File: src/logic/oram_consts.svh
/*
 * ORAM backend constants
 * Tree shape, block layout, stash and DRAM port sizes
 */
`ifndef ORAM_CONSTS_SVH
`define ORAM_CONSTS_SVH

// Tree shape
`define ORAM_L 3
`define ORAM_Z 2
`define ORAM_LV_WIDTH 2
`define ORAM_SLOT_WIDTH 1

// Block and frontend sizes
`define ORAM_U 6
`define FED_WIDTH 32
`define BE_CMD_WIDTH 2
`define BLK_PAD_WIDTH (`DDR_D_WIDTH - 1 - `ORAM_U - `ORAM_L - `FED_WIDTH)

// DRAM word and address
`define DDR_D_WIDTH 64
`define DDR_A_WIDTH 5

// Stash
`define STASH_C 8
`define STASH_I_WIDTH 3

// Cipher configuration port
`define CFG_A_WIDTH 2
`define CFG_D_WIDTH 32
`define CIPHER_MIX 64'h9E37_79B9_7F4A_7C15

`endif

File: src/logic/oramPkg.sv
/*
 * ORAM backend types
 * Frontend command, tree block layout and cipher configuration
 */
`include "oram_consts.svh"

package oramPkg;

	// Frontend command codes
	typedef enum logic [`BE_CMD_WIDTH-1:0] {
		BE_READ   = 2'd0,
		BE_WRITE  = 2'd1,
		BE_APPEND = 2'd2
	} beCmd_t;

	// Register map of the cipher configuration port
	typedef enum logic [`CFG_A_WIDTH-1:0] {
		CFG_KEY_LO = 2'd0,
		CFG_KEY_HI = 2'd1,
		CFG_ENABLE = 2'd2
	} cfgAddr_t;

	// One block fills exactly one DRAM word
	typedef struct packed {
		logic valid;
		logic [`ORAM_U-1:0] pAddr;
		logic [`ORAM_L-1:0] leaf;
		logic [`FED_WIDTH-1:0] data;
		logic [`BLK_PAD_WIDTH-1:0] pad;
	} oramBlock_t;

	typedef struct packed {
		beCmd_t cmd;
		logic [`ORAM_U-1:0] pAddr;
		logic [`ORAM_L-1:0] currentLeaf;
		logic [`ORAM_L-1:0] remappedLeaf;
	} feCmd_t;

	typedef struct packed {
		logic enable;
		logic [`DDR_D_WIDTH-1:0] key;
	} cipherCfg_t;

endpackage

File: src/logic/backendCtrl.sv
/*
 * Backend access sequencer
 * Reads a path into the stash, serves the command, writes the path back
 */
`timescale 1ns/1ps
`include "oram_consts.svh"

module backendCtrl (
	input logic Clock,
	input logic rstN,
	input oramPkg::feCmd_t cmd,
	input logic CommandValid,
	output logic CommandReady,
	output logic [`FED_WIDTH-1:0] LoadData,
	output logic LoadValid,
	input logic LoadReady,
	input logic [`FED_WIDTH-1:0] StoreData,
	input logic StoreValid,
	output logic StoreReady,
	output logic [`DDR_A_WIDTH-1:0] DRAMCommandAddress,
	output logic DRAMCommand,
	output logic DRAMCommandValid,
	input logic DRAMCommandReady,
	input logic DRAMReadDataValid,
	output logic DRAMReadDataReady,
	output logic DRAMWriteDataValid,
	input logic DRAMWriteDataReady,
	output logic insValid,
	output oramPkg::oramBlock_t insBlock,
	output logic [`ORAM_U-1:0] lookPAddr,
	input logic lookHit,
	input oramPkg::oramBlock_t lookBlock,
	output logic updValid,
	output oramPkg::oramBlock_t updBlock,
	output logic [`ORAM_L-1:0] evQueryLeaf,
	output logic [`ORAM_LV_WIDTH-1:0] evQueryLevel,
	output logic evTake,
	input logic evHit,
	input oramPkg::oramBlock_t evBlock,
	input logic full,
	output logic [`ORAM_L-1:0] leaf,
	output logic [`ORAM_LV_WIDTH-1:0] level,
	output logic [`ORAM_SLOT_WIDTH-1:0] slot,
	input logic [`DDR_A_WIDTH-1:0] addr,
	output oramPkg::oramBlock_t plainIn,
	output logic [`DDR_A_WIDTH-1:0] wrAddr,
	output logic [`DDR_A_WIDTH-1:0] rdAddr,
	input oramPkg::oramBlock_t plainOut
);
	import oramPkg::*;

	localparam int CW = `ORAM_LV_WIDTH + `ORAM_SLOT_WIDTH;
	localparam logic [CW-1:0] LAST_BEAT = CW'((`ORAM_L + 1) * `ORAM_Z - 1);
	localparam logic [`ORAM_LV_WIDTH-1:0] LEAF_LEVEL = `ORAM_L;

	typedef enum logic [2:0] {
		ST_IDLE, ST_RD_ISSUE, ST_RD_COLLECT, ST_SERVICE, ST_LOAD, ST_WB, ST_DONE
	} state_t;

	state_t state;
	feCmd_t cur;
	logic [CW-1:0] issueCnt;
	logic [CW-1:0] returnCnt;
	logic [CW-1:0] wbCnt;
	logic [CW-1:0] beat;
	logic cmdSent;
	logic wordSent;
	logic cmdFire;
	logic wordFire;
	logic readFire;
	logic wbStep;

	assign cmdFire = DRAMCommandValid && DRAMCommandReady;
	assign wordFire = DRAMWriteDataValid && DRAMWriteDataReady;
	assign readFire = DRAMReadDataValid && DRAMReadDataReady;
	// A write beat ends once both command and word are taken
	assign wbStep = (state == ST_WB) && (cmdSent || cmdFire) && (wordSent || wordFire);

	// Frontend handshakes
	assign CommandReady = (state == ST_IDLE) && !full;
	assign StoreReady = (state == ST_SERVICE) && (cur.cmd != BE_READ);
	assign LoadValid = (state == ST_LOAD);

	//----------------------------------------------------------------------
	// Path position
	//----------------------------------------------------------------------

	always_comb begin
		case (state)
			ST_RD_ISSUE: beat = issueCnt;
			ST_RD_COLLECT: beat = returnCnt;
			default: beat = wbCnt;
		endcase
	end

	assign slot = beat[`ORAM_SLOT_WIDTH-1:0];
	// Reads go root to leaf, write-back leaf to root
	assign level = (state == ST_WB) ? LEAF_LEVEL - beat[CW-1:`ORAM_SLOT_WIDTH] :
		beat[CW-1:`ORAM_SLOT_WIDTH];
	assign leaf = cur.currentLeaf;
	assign rdAddr = addr;
	assign wrAddr = addr;

	// DRAM side
	assign DRAMCommandAddress = addr;
	assign DRAMCommand = (state == ST_WB);
	assign DRAMCommandValid = (state == ST_RD_ISSUE) || ((state == ST_WB) && !cmdSent);
	assign DRAMWriteDataValid = (state == ST_WB) && !wordSent;
	assign DRAMReadDataReady = (state == ST_RD_COLLECT);

	// Stash side
	// Real blocks carry a zero pad field after decryption
	assign insValid = readFire && (plainOut.pad == '0);
	assign insBlock = plainOut;
	assign lookPAddr = cur.pAddr;
	assign evQueryLeaf = cur.currentLeaf;
	assign evQueryLevel = level;
	assign evTake = wbStep && evHit;
	assign plainIn = evHit ? evBlock : '0;
	assign updValid = (state == ST_SERVICE) && ((cur.cmd == BE_READ) || StoreValid);

	// Served block is retagged with the new leaf
	always_comb begin
		updBlock = '0;
		updBlock.valid = 1'b1;
		updBlock.pAddr = cur.pAddr;
		updBlock.leaf = cur.remappedLeaf;
		updBlock.data = lookHit ? lookBlock.data : '0;
		if (cur.cmd != BE_READ) begin
			updBlock.data = StoreData;
		end
	end

	//----------------------------------------------------------------------
	// Sequencer
	//----------------------------------------------------------------------

	always_ff @(posedge Clock or negedge rstN) begin
		if (!rstN) begin
			state <= ST_IDLE;
			issueCnt <= '0;
			returnCnt <= '0;
			wbCnt <= '0;
			cmdSent <= 1'b0;
			wordSent <= 1'b0;
		end else begin
			case (state)
				ST_IDLE: begin
					if (CommandValid && CommandReady) begin
						state <= (cmd.cmd == BE_APPEND) ? ST_SERVICE : ST_RD_ISSUE;
					end
				end
				ST_RD_ISSUE: begin
					if (cmdFire) begin
						issueCnt <= issueCnt + 1'b1;
						if (issueCnt == LAST_BEAT) begin
							state <= ST_RD_COLLECT;
						end
					end
				end
				ST_RD_COLLECT: begin
					if (readFire) begin
						returnCnt <= returnCnt + 1'b1;
						if (returnCnt == LAST_BEAT) begin
							state <= ST_SERVICE;
						end
					end
				end
				ST_SERVICE: begin
					if (cur.cmd == BE_READ) begin
						state <= ST_LOAD;
					end else if (StoreValid) begin
						state <= (cur.cmd == BE_APPEND) ? ST_DONE : ST_WB;
					end
				end
				ST_LOAD: begin
					if (LoadReady) begin
						state <= ST_WB;
					end
				end
				ST_WB: begin
					if (wbStep) begin
						cmdSent <= 1'b0;
						wordSent <= 1'b0;
						wbCnt <= wbCnt + 1'b1;
						if (wbCnt == LAST_BEAT) begin
							state <= ST_IDLE;
						end
					end else begin
						cmdSent <= cmdSent || cmdFire;
						wordSent <= wordSent || wordFire;
					end
				end
				default: state <= ST_IDLE;
			endcase
		end
	end

	// Command and load payloads
	always_ff @(posedge Clock) begin
		if (CommandValid && CommandReady) begin
			cur <= cmd;
		end
		if (state == ST_SERVICE && cur.cmd == BE_READ) begin
			LoadData <= updBlock.data;
		end
	end

	loadHeld: assert property (
		@(posedge Clock) disable iff (!rstN)
		(LoadValid && !LoadReady) |=> (LoadValid && $stable(LoadData))
	) else $error("LoadValid or LoadData changed before the load was taken");

endmodule

File: src/logic/cipherConfig.sv
/*
 * Cipher configuration registers
 * Holds the pad key and the enable bit, written through a strobe port
 */
`timescale 1ns/1ps
`include "oram_consts.svh"

module cipherConfig (
	input logic Clock,
	input logic rstN,
	input logic CfgWrite,
	input logic [`CFG_A_WIDTH-1:0] CfgAddr,
	input logic [`CFG_D_WIDTH-1:0] CfgData,
	output oramPkg::cipherCfg_t cfg
);
	import oramPkg::*;

	// Key and enable start cleared so the pad is zero after reset
	always_ff @(posedge Clock or negedge rstN) begin
		if (!rstN) begin
			cfg <= '0;
		end else if (CfgWrite) begin
			case (CfgAddr)
				CFG_KEY_LO: cfg.key[`CFG_D_WIDTH-1:0] <= CfgData;
				CFG_KEY_HI: cfg.key[`DDR_D_WIDTH-1:`CFG_D_WIDTH] <= CfgData;
				CFG_ENABLE: cfg.enable <= CfgData[0];
				default: begin
				end
			endcase
		end
	end

	// Only three registers exist
	cfgAddrInRange: assert property (
		@(posedge Clock) disable iff (!rstN)
		CfgWrite |-> (CfgAddr <= CFG_ENABLE)
	) else $error("cipher config write to unmapped address %0d", CfgAddr);

endmodule

File: src/logic/oramBackend.sv
/*
 * Path ORAM backend top
 * Joins the sequencer, stash, address generator and word cipher
 */
`timescale 1ns/1ps
`include "oram_consts.svh"

module oramBackend (
	input logic Clock,
	input logic rstN,

	// Frontend
	input oramPkg::beCmd_t Command,
	input logic [`ORAM_U-1:0] PAddr,
	input logic [`ORAM_L-1:0] CurrentLeaf,
	input logic [`ORAM_L-1:0] RemappedLeaf,
	input logic CommandValid,
	output logic CommandReady,
	output logic [`FED_WIDTH-1:0] LoadData,
	output logic LoadValid,
	input logic LoadReady,
	input logic [`FED_WIDTH-1:0] StoreData,
	input logic StoreValid,
	output logic StoreReady,

	// DRAM
	output logic [`DDR_A_WIDTH-1:0] DRAMCommandAddress,
	output logic DRAMCommand,
	output logic DRAMCommandValid,
	input logic DRAMCommandReady,
	input logic [`DDR_D_WIDTH-1:0] DRAMReadData,
	input logic DRAMReadDataValid,
	output logic DRAMReadDataReady,
	output logic [`DDR_D_WIDTH-1:0] DRAMWriteData,
	output logic DRAMWriteDataValid,
	input logic DRAMWriteDataReady,

	// Cipher configuration
	input logic CfgWrite,
	input logic [`CFG_A_WIDTH-1:0] CfgAddr,
	input logic [`CFG_D_WIDTH-1:0] CfgData
);

	//----------------------------------------------------------------------
	// Internal nets
	//----------------------------------------------------------------------

	oramPkg::feCmd_t feCmd;
	oramPkg::cipherCfg_t cfg;
	oramPkg::oramBlock_t plainIn;
	oramPkg::oramBlock_t plainOut;
	oramPkg::oramBlock_t insBlock;
	oramPkg::oramBlock_t lookBlock;
	oramPkg::oramBlock_t updBlock;
	oramPkg::oramBlock_t evBlock;
	logic insValid;
	logic updValid;
	logic evTake;
	logic lookHit;
	logic evHit;
	logic full;
	logic [`ORAM_U-1:0] lookPAddr;
	logic [`ORAM_L-1:0] evQueryLeaf;
	logic [`ORAM_L-1:0] leaf;
	logic [`ORAM_LV_WIDTH-1:0] evQueryLevel;
	logic [`ORAM_LV_WIDTH-1:0] level;
	logic [`ORAM_SLOT_WIDTH-1:0] slot;
	logic [`DDR_A_WIDTH-1:0] addr;
	logic [`DDR_A_WIDTH-1:0] wrAddr;
	logic [`DDR_A_WIDTH-1:0] rdAddr;

	assign feCmd = '{
		cmd: Command,
		pAddr: PAddr,
		currentLeaf: CurrentLeaf,
		remappedLeaf: RemappedLeaf
	};

	//----------------------------------------------------------------------
	// Blocks
	//----------------------------------------------------------------------

	backendCtrl ctrl (.cmd(feCmd), .*);

	stash stashMem (.*);

	pathAddrGen addrGen (.*);

	cipherConfig cipherRegs (.*);

	// Words cross the cipher on their way to and from DRAM
	pathCipher cipher (
		.cipherIn(DRAMReadData),
		.cipherOut(DRAMWriteData),
		.*
	);

endmodule

File: src/logic/pathAddrGen.sv
/*
 * Bucket address generator
 * Maps a leaf, a tree level and a bucket slot to a DRAM word address
 */
`timescale 1ns/1ps
`include "oram_consts.svh"

module pathAddrGen (
	input logic [`ORAM_L-1:0] leaf,
	input logic [`ORAM_LV_WIDTH-1:0] level,
	input logic [`ORAM_SLOT_WIDTH-1:0] slot,
	output logic [`DDR_A_WIDTH-1:0] addr
);

	logic [`DDR_A_WIDTH-1:0] levelBase;
	logic [`DDR_A_WIDTH-1:0] bucket;

	always_comb begin
		// Heap numbering puts level k at 2^k - 1
		levelBase = (`DDR_A_WIDTH'(1) << level) - `DDR_A_WIDTH'(1);
		// Leaf bits from the MSB choose the bucket within the level
		bucket = levelBase + `DDR_A_WIDTH'(leaf >> (`ORAM_L - level));
		addr = `DDR_A_WIDTH'(bucket * `ORAM_Z) + `DDR_A_WIDTH'(slot);
	end

endmodule

File: src/logic/pathCipher.sv
/*
 * Path word cipher
 * Whitens DRAM words with a pad keyed by the word address
 */
`timescale 1ns/1ps
`include "oram_consts.svh"

module pathCipher (
	input oramPkg::cipherCfg_t cfg,
	input logic [`DDR_A_WIDTH-1:0] wrAddr,
	input oramPkg::oramBlock_t plainIn,
	input logic [`DDR_A_WIDTH-1:0] rdAddr,
	input logic [`DDR_D_WIDTH-1:0] cipherIn,
	output logic [`DDR_D_WIDTH-1:0] cipherOut,
	output oramPkg::oramBlock_t plainOut
);
	import oramPkg::*;

	// Key rotated by the address, then spread by an odd multiplier
	function automatic logic [`DDR_D_WIDTH-1:0] keyPad(
		input cipherCfg_t c,
		input logic [`DDR_A_WIDTH-1:0] a
	);
		logic [`DDR_D_WIDTH-1:0] rotated;
		rotated = (c.key << a) | (c.key >> (`DDR_D_WIDTH - a));
		return c.enable ? rotated * `CIPHER_MIX : '0;
	endfunction

	//----------------------------------------------------------------------
	// Datapaths
	//----------------------------------------------------------------------

	// Write side towards DRAM
	assign cipherOut = plainIn ^ keyPad(cfg, wrAddr);

	// Read side back to the controller
	// The XOR is its own inverse at a fixed address and key
	assign plainOut = oramBlock_t'(cipherIn ^ keyPad(cfg, rdAddr));

endmodule

File: src/logic/stash.sv
/*
 * Block stash
 * Small associative store with lookup, insert, update and eviction search
 */
`timescale 1ns/1ps
`include "oram_consts.svh"

module stash (
	input logic Clock,
	input logic rstN,
	input logic insValid,
	input oramPkg::oramBlock_t insBlock,
	input logic [`ORAM_U-1:0] lookPAddr,
	input logic updValid,
	input oramPkg::oramBlock_t updBlock,
	input logic [`ORAM_L-1:0] evQueryLeaf,
	input logic [`ORAM_LV_WIDTH-1:0] evQueryLevel,
	input logic evTake,
	output logic lookHit,
	output oramPkg::oramBlock_t lookBlock,
	output logic evHit,
	output oramPkg::oramBlock_t evBlock,
	output logic full
);
	import oramPkg::*;

	oramBlock_t entry [`STASH_C];
	logic [`STASH_C-1:0] used;
	logic [`STASH_I_WIDTH-1:0] lookIdx;
	logic [`STASH_I_WIDTH-1:0] matchIdx;
	logic [`STASH_I_WIDTH-1:0] freeIdx;
	logic [`STASH_I_WIDTH-1:0] updIdx;
	logic [`STASH_I_WIDTH-1:0] evIdx;
	logic updHit;
	logic doInsert;

	// Lowest used entry holding this address, hit flag on top
	function automatic logic [`STASH_I_WIDTH:0] findPAddr(input logic [`ORAM_U-1:0] a);
		logic [`STASH_I_WIDTH:0] res;
		res = '0;
		for (int i = `STASH_C - 1; i >= 0; i--) begin
			if (used[i] && entry[i].pAddr == a) begin
				res = {1'b1, `STASH_I_WIDTH'(i)};
			end
		end
		return res;
	endfunction

	//----------------------------------------------------------------------
	// Searches
	//----------------------------------------------------------------------

	always_comb begin
		{lookHit, lookIdx} = findPAddr(lookPAddr);
		{updHit, matchIdx} = findPAddr(updBlock.pAddr);
		freeIdx = '0;
		evHit = 1'b0;
		evIdx = '0;
		// Downward scan leaves the lowest index
		for (int i = `STASH_C - 1; i >= 0; i--) begin
			if (!used[i]) begin
				freeIdx = `STASH_I_WIDTH'(i);
			end
			// Same path prefix down to the queried level
			if (used[i] && (entry[i].leaf >> (`ORAM_L - evQueryLevel)) ==
					(evQueryLeaf >> (`ORAM_L - evQueryLevel))) begin
				evHit = 1'b1;
				evIdx = `STASH_I_WIDTH'(i);
			end
		end
		updIdx = updHit ? matchIdx : freeIdx;
	end

	assign full = &used;
	assign lookBlock = entry[lookIdx];
	assign evBlock = entry[evIdx];
	// Dummy blocks never take an entry
	assign doInsert = insValid && insBlock.valid && !full;

	//----------------------------------------------------------------------
	// Storage
	//----------------------------------------------------------------------

	always_ff @(posedge Clock or negedge rstN) begin
		if (!rstN) begin
			used <= '0;
		end else begin
			if (doInsert) begin
				used[freeIdx] <= 1'b1;
			end
			if (updValid) begin
				used[updIdx] <= 1'b1;
			end
			if (evTake && evHit) begin
				used[evIdx] <= 1'b0;
			end
		end
	end

	always_ff @(posedge Clock) begin
		if (doInsert) begin
			entry[freeIdx] <= insBlock;
		end
		if (updValid) begin
			entry[updIdx] <= updBlock;
		end
	end

	// Overflow recovery is not implemented
	noOverflow: assert property (
		@(posedge Clock) disable iff (!rstN)
		((insValid && insBlock.valid) || (updValid && !updHit)) |-> !full
	) else $error("stash overflow");

	// Each address lives in at most one entry
	for (genvar i = 0; i < `STASH_C; i++) begin : gDupA
		for (genvar j = i + 1; j < `STASH_C; j++) begin : gDupB
			uniquePAddr: assert property (
				@(posedge Clock) disable iff (!rstN)
				!(used[i] && used[j] && entry[i].pAddr == entry[j].pAddr)
			) else $error("stash entries %0d and %0d share pAddr", i, j);
		end
	end

endmodule

File: config.mk
export PLATFORM = sky130hd
export DESIGN_NAME = oramBackend
export DESIGN_NICKNAME = d
export VERILOG_FILES = /design/src/logic/oramPkg.sv /design/src/logic/backendCtrl.sv /design/src/logic/cipherConfig.sv /design/src/logic/oramBackend.sv /design/src/logic/pathAddrGen.sv /design/src/logic/pathCipher.sv /design/src/logic/stash.sv
export VERILOG_INCLUDE_DIRS = /design/src /design/src/logic
export SDC_FILE = /design/constraint.sdc
export NUM_CORES = 2
export LEC_CHECK = 0
export BUFFER_PORTS_ARGS = -buffer_cell sky130_fd_sc_hd__buf_2
export CAP_MARGIN = 20
export CORE_UTILIZATION = 35
export CTS_CLUSTER_DIAMETER = 80
export CTS_CLUSTER_SIZE = 14
export DETAILED_ROUTE_END_ITERATION = 10
export PLACE_DENSITY = 0.47
export RECOVER_POWER = 25
export SETUP_SLACK_MARGIN = 0.4
export SLEW_MARGIN = 10
export SYNTH_ARGS = -nofsm -noshare
export SYNTH_HDL_FRONTEND = slang
export SYNTH_SLANG_ARGS = --single-unit
File: constraint.sdc
create_clock -name Clock -period 36.4 [get_ports Clock]
set_input_delay 7.28 -clock Clock [delete_from_list [all_inputs] [get_ports Clock]]
set_output_delay 7.28 -clock Clock [all_outputs]
set_load 0.1 [all_outputs]
-- After elaboration in Yosys (flattened, before gate mapping)
Memories as Yosys holds them, arrays and structs flattened.
Cells that the tools add are included.
- bits in registers: 133
- output and inout port bits: 108
- memories: 1
- bits of input ports: 153
- bits in writable memories: 512
- logic and storage cells: 216
- equal/unequal tests: 37
- reduce and logical (&&, ||, !) cells: 57
- add/sub/neg operators: 9
- magnitude comparators: 6
- $mul: 1
- shift-type cells: 13
- bitwise logic cells: 7
- mux-type cells: 70
- memory list (name ; depth ; width ; read ports ; clocked after Yosys merged registers in ; write ports ; line ; text):
    stashMem.entry ; 8 ; 64 ; 10 ; 0 ; 1 ; stash.sv:27 ; oramBlock_t entry [`STASH_C];
- operator list (operator ; number):
    $shr 3x32->3 ; 9
    $mux 64 ; 3
    $xor 64x64->64 ; 2
    $mux 3 ; 28
    $mul 64x64->64 const B ; 1
    $mux 32 ; 2
    $or 64x64->64 ; 1
    $reduce_or 64->1 ; 1
    $shl 64x5->64 ; 1
    $shr 64x32->64 ; 1
    $eq 6x6->1 ; 8
    $logic_and 1x1->1 ; 36
    $mux 4 ; 8
    $shr 3x32->4 ; 1
    $eq 3x3->1 ; 8
    $mux 8 ; 3
    $logic_not 22->1 ; 1
    $mux 1 ; 18
    $pmux 3 s6 ; 1
    $or 8x8->8 ; 2
    $eq 3x3->1 const B ; 5
    $lt 3x4->1 const B ; 3
    $reduce_and 2->1 ; 6
    $add 3x1->3 const B ; 3
    27 further kinds ; 48

-- Logic depth before layout (Yosys ltp)
- depth in word-level cells: 23
- gate-level depth with buffers: 62
- depth with buffers taken out: 56

-- Modules after synthesis
From an unflattened synthesis, not the netlist that was laid out.
- cell total of the unflattened synthesis: 11286
- area, all modules: 117853.0 sq um
- modules (own cells, without submodules) (module ; sequential area each (sq um) ; area an instance (sq um) ; cells an instance ; times used):
    pathCipher ; 0.0 ; 77969.8 ; 7957 ; 1
    stash ; 15574.9 ; 33036.7 ; 2696 ; 1
    backendCtrl ; 1731.7 ; 4235.3 ; 473 ; 1
    cipherConfig ; 1626.6 ; 2444.8 ; 139 ; 1
    pathAddrGen ; 0.0 ; 166.4 ; 21 ; 1

-- Worst setup path before layout
No wires, ideal clock.
- path kind: flip-flop to output port
- from: register ctrl.state[0]
- to: output DRAMWriteData[59]
- stages on the path, launching flop included: 53
- path slack: 12707 ps
- required time: 29120 ps
- arrival time: 16413 ps
- path through: dfrtp_1 buf_2 nand2b_1 o22a_1 o221ai_2 clkbuf_1 nor2_1 o2bb2ai_1 clkbuf_1 inv_1 ha_1 inv_1 ha_1 clkbuf_1 clkbuf_1 nor2_1 nand3_1 xnor2_1 (+17 left out) fa_1 fa_1 ha_1 a21oi_1 o21bai_1 a21o_1 a21o_1 a21oi_1 nor2_1 a211oi_1 o31a_1 a31oi_1 a31oi_1 o21bai_1 a21oi_1 o21ai_0 mux2i_1 xnor2_1
- elaborated cells on any way between the ends: 62
- those cells by class: add/sub (6); mul (1); eq/ne (11); shift (13); mux (20); bitwise (2); reduce/logical (8); memory (1)
- RTL lines (what ; line ; text):
    start, declared ; backendCtrl.sv:60 ; state_t state;
    start signal, assigned ; backendCtrl.sv:150 ; state <= (cmd.cmd == BE_APPEND) ? ST_SERVICE : ST_RD_ISSUE;
    start signal, assigned ; backendCtrl.sv:173 ; state <= (cur.cmd == BE_APPEND) ? ST_DONE : ST_WB;
    $eq 3x2->1 or $eq 3x1->1 (tied branches) ; backendCtrl.sv:89 ; case (state)
    $pmux 3 s2 ; backendCtrl.sv:89 ;
    $sub 2x2->2 ; backendCtrl.sv:98 ; assign level = (state == ST_WB) ? LEAF_LEVEL - beat[CW-1:`ORAM_SLOT_WIDTH] :
    $mux 2 ; backendCtrl.sv:98 ;
    $sub 2x2->3 (no source line) or $shl 1x2->4 (tied branches) ; n/a ;
    $shr 3x32->4 or $sub 4x2->4 (tied branches) ; pathAddrGen.sv:22, pathAddrGen.sv:20 ;
    $add 4x4->4 ; pathAddrGen.sv:22 ; bucket = levelBase + `DDR_A_WIDTH'(leaf >> (`ORAM_L - level));
    $add 5x1->5 (no source line) * ; n/a ;
    named net DRAMCommandAddress[2] ; oramBackend.sv:27 ; output logic [`DDR_A_WIDTH-1:0] DRAMCommandAddress,
    $sub 7x5->8 (no source line) ; n/a ;
    $shr 64x32->64 ; pathCipher.sv:25 ; rotated = (c.key << a) | (c.key >> (`DDR_D_WIDTH - a));
    $or 64x64->64 * ; pathCipher.sv:25 ;
    $mul 64x64->64 (no source line) * ; n/a ;
    $mux 64 * ; pathCipher.sv:26 ; return c.enable ? rotated * `CIPHER_MIX : '0;
    $xor 64x64->64 * ; pathCipher.sv:34 ; assign cipherOut = plainIn ^ keyPad(cfg, wrAddr);
    end, declared ; oramBackend.sv:34 ; output logic [`DDR_D_WIDTH-1:0] DRAMWriteData,
Mark *: on every way through the listed nets, which the timed path passes. The rest lies on a longest branch.

-- Worst setup path in the final report
- from: register ctrl.state[0]
- to: output DRAMWriteData[62]
- longest elaborated chain between the ends: 19
- elaborated cells on any way between the ends: 62
- those cells by class: add/sub (6); mul (1); eq/ne (11); shift (13); mux (20); bitwise (2); reduce/logical (8); memory (1)
- RTL lines (what ; line):
    parallel branches: the longest is 18 deep, another holds $mul 64x64->64 ; n/a
    $xor 64x64->64 * ; pathCipher.sv:34
Every way passes the cells marked *.

==> results.md <==
- Initial Util: 0.3527
- CTS resizes: 0
- Share of the synthesized area in the top cell type: 0.2542
- Hold Crit Class: reg2reg
- Mapped Nets: 7,996
- EDFF count, synth: 558
- Fin crit period: 28,760 ps
- Clock Path Buffers: 3
- Row count: 162
- Mean Syn Cell Area: 10.75 um^2
- Die H: 445.5 um
- Worst slew margin: -1.384
- Delay of the slowest critical-path stage: 1830 ps
- Root Driver: clkbuf_16
- Area growth, synth to finish: 9.130%
- GRT Overall Usage: 0.2763
- CP arrival: 21,480 ps
- CP max FO: 48
- Final worst path period share: 0.7902
- Vias per inst: 5.466
- Final slew viol count: 272
- Hold WS: 519.7 ps
- Final GP Congestion: 1.020
- First-pass GRT wire length: 391.8 mm
- Slowest CP cell: clkbuf_1
- Antenna Nets Post-Route: 0
- Postcts setup bufs: 0
- Ys Warns: 0
- Mux cell area share after synthesis: 0.08899
- Pre-CTS WS: 12,310 ps
- Mapped Cells: 6,405
- Most frequent cells after synthesis: inv_1 (1,139), fa_1 (874), ha_1 (564)
- Slew @ Worst Pin: 3576 ps
- Max-cap violations: 9
- Drt initial violations: 5,013
- Critical path startpoint category: flop
- Status: finished, violations left
- CP endpoint kind: primary output
- # H-tree levels: 2
- Synth area leader: fa_1
- Layout cells sized above 1: 0.1002
- Die W: 445.5 um
- Initial antenna violation count: 10
- Synth Area in XOR/XNOR: 0.04211
- Core area: 195,200 um^2
- DR pass1 iterations: 5
- Crit path required time: 29,120 ps
- Adder-Cell Fraction of Synth Area: 0.3567
- Clock Skews: 82.50 ps
- Port Buf Inserts: 260
- Hold Fails Final Rpt: 0
- Post-Synth Simple-Gate Area: 0.06522
- # nets final: 8,165
- CTS tree: yes
- Fin worst setup slack: 7638 ps
- Most used DFF post-synth: edfxtp_1
- I/O pins: 261
- Kind of critical path: reg2out
- Failing checks: capacitance limit, slew limit
- CTS Hold Buffers Added: 0
- WL per Instance: 29.83 um
- Num CTS Buffers: 56
- Routed vias: 50,420
- Clk sinks: 645
- Netlist cell types: 89
- Post-synthesis sequential area ratio: 0.2750
- Die ar.: 198,500 um^2
- Synthesized cell area: 68,840 um^2
- Fin util: 0.3849
- Setup TNS: 0 ps
- Pin count of the biggest net entering global routing: 153
- Compound-Gate Fraction of Synth Area: 0.09362
- Overall routed net length: 275.1 mm
- Number of global-route vias before repair: 51,910
- Main combinational cell family by area after synthesis: adder cells
- Ranking of synthesized cells by area: fa_1 (25%), edfxtp_1 (24%), ha_1 (10%), inv_1 (6.2%), mux2i_1 (4.4%)
- RSZ-0062 raised after global routing: false
- HPWL after detailed placement: 219.7 mm
- Post-detailed-route DRC marker count: 0
- Clk_lat worst skew: 730 ps
- GRT overflow: 0
- Async set-reset flop share out of synthesis: 0.1349
- Clk slew on worst S/H paths: 70 ps
- Seq cells post-synth: 645
- Count leader, synth: inv_1
- Max Fclk: 34.77 MHz
- Final setup vio count: 0
==> stage by stage <==
stage / instance area [um^2] / cells
after floorplan: 68840 / 6405
after global placement: 73540 / 9134
after detailed placement: 73570 / 9137
after CTS: 75230 / 9217
after global routing: 75120 / 9223
final: 75120 / 9223
==> worst paths after layout <==
| path | cells past startpoint | end | startpoint | slack, ps |
|---|---|---|---|---|
| worst min-delay path | 1 | ctrl.issueCnt[0]$_DFFE_PN0P_ | ctrl.issueCnt[0]$_DFFE_PN0P_ | 520 |
| worst max-delay path | 54 | DRAMWriteData[62] | ctrl.state[0]$_DFFE_PN0P_ | 7640 |
| max in group asynchronous | 2 | cipherRegs.cfg[64]$_DFFE_PN0P_ | rstN | 24940 |
| worst max register to register | 56 | stashMem.entry[4][15]$_DFFE_PP_ | ctrl.state[0]$_DFFE_PN0P_ | 13700 |
| worst min register to register | 1 | ctrl.issueCnt[0]$_DFFE_PN0P_ | ctrl.issueCnt[0]$_DFFE_PN0P_ | 520 |
| min in group asynchronous | 1 | cipherRegs.cfg[34]$_DFFE_PN0P_ | rstN | 7040 |
==> worst max-delay path, delay by kind of cell, from the launching register on <==
family / cells / cell delay [ps]
AO/OA/AOI/OAI: 16 / 3660
XOR/XNOR: 4 / 1590
adder cells (fa/ha/maj): 14 / 5730
buffers and inverters: 13 / 6300
flip-flops: 1 / 690
AND/OR/NAND/NOR: 7 / 2720
==> flip-flops by register name, indices dropped and copies added, names as in the netlist, 2 cells and up <==
signal,flops
stashMem.entry,512
cipherRegs.cfg,65
stashMem.used,8
ctrl.lookPAddr,6
ctrl.state,3
ctrl.issueCnt,3
ctrl.cur,2
ctrl.LoadData,32
ctrl.wbCnt,3
ctrl.updBlock,3
ctrl.returnCnt,3
ctrl.evQueryLeaf,3
==> cell usage in the layout, fill, tap and decap left out, drive strengths merged, types with 63 or more instances in the layout <==
cell    instances
fa            874
mux4           63
dfrtp          87
a21oi         246
nor2          387
buf           315
o21ai         301
ha            564
mux2i         307
clkbuf        131
xnor2         192
xor2          127
edfxtp        558
nand2         390
inv          1146
o22ai         138
mux2          144
==> area by class of cell <==
type                       instances  area (um^2)
fill                           19320       120100
multi-input combinational       4345        44800
sequential                       645        18930
inverter                        1145         4305
tap                             2624         3283
timing repair buffer             381         2125
clock buffer                      65         1435
clock inverter                    15        229.0
antenna                            3        7.507
==> kinds of logic after synthesis <==
family / Yosys count
buffers and inverters: 1415
xor gates and xnor gates: 323
and+or+nand+nor: 1032
adders and majority gates: 1438
AOI/OAI and AO/OA: 1038
DFF: 645
muxes: 514
==> per-layer routing <==
layer	global-route usage	vias up	share of wire
li1	-	21840	-
met1	0.3852	26130	0.44
met2	0.4442	2021	0.46
met3	0.03000	417	0.058
met4	0.09857	4	0.041
met5	0	-	0.000095
Power is left out: the tool's default activity adds up to more than one toggle a clock period on the data nets, which glitch-free logic cannot reach.
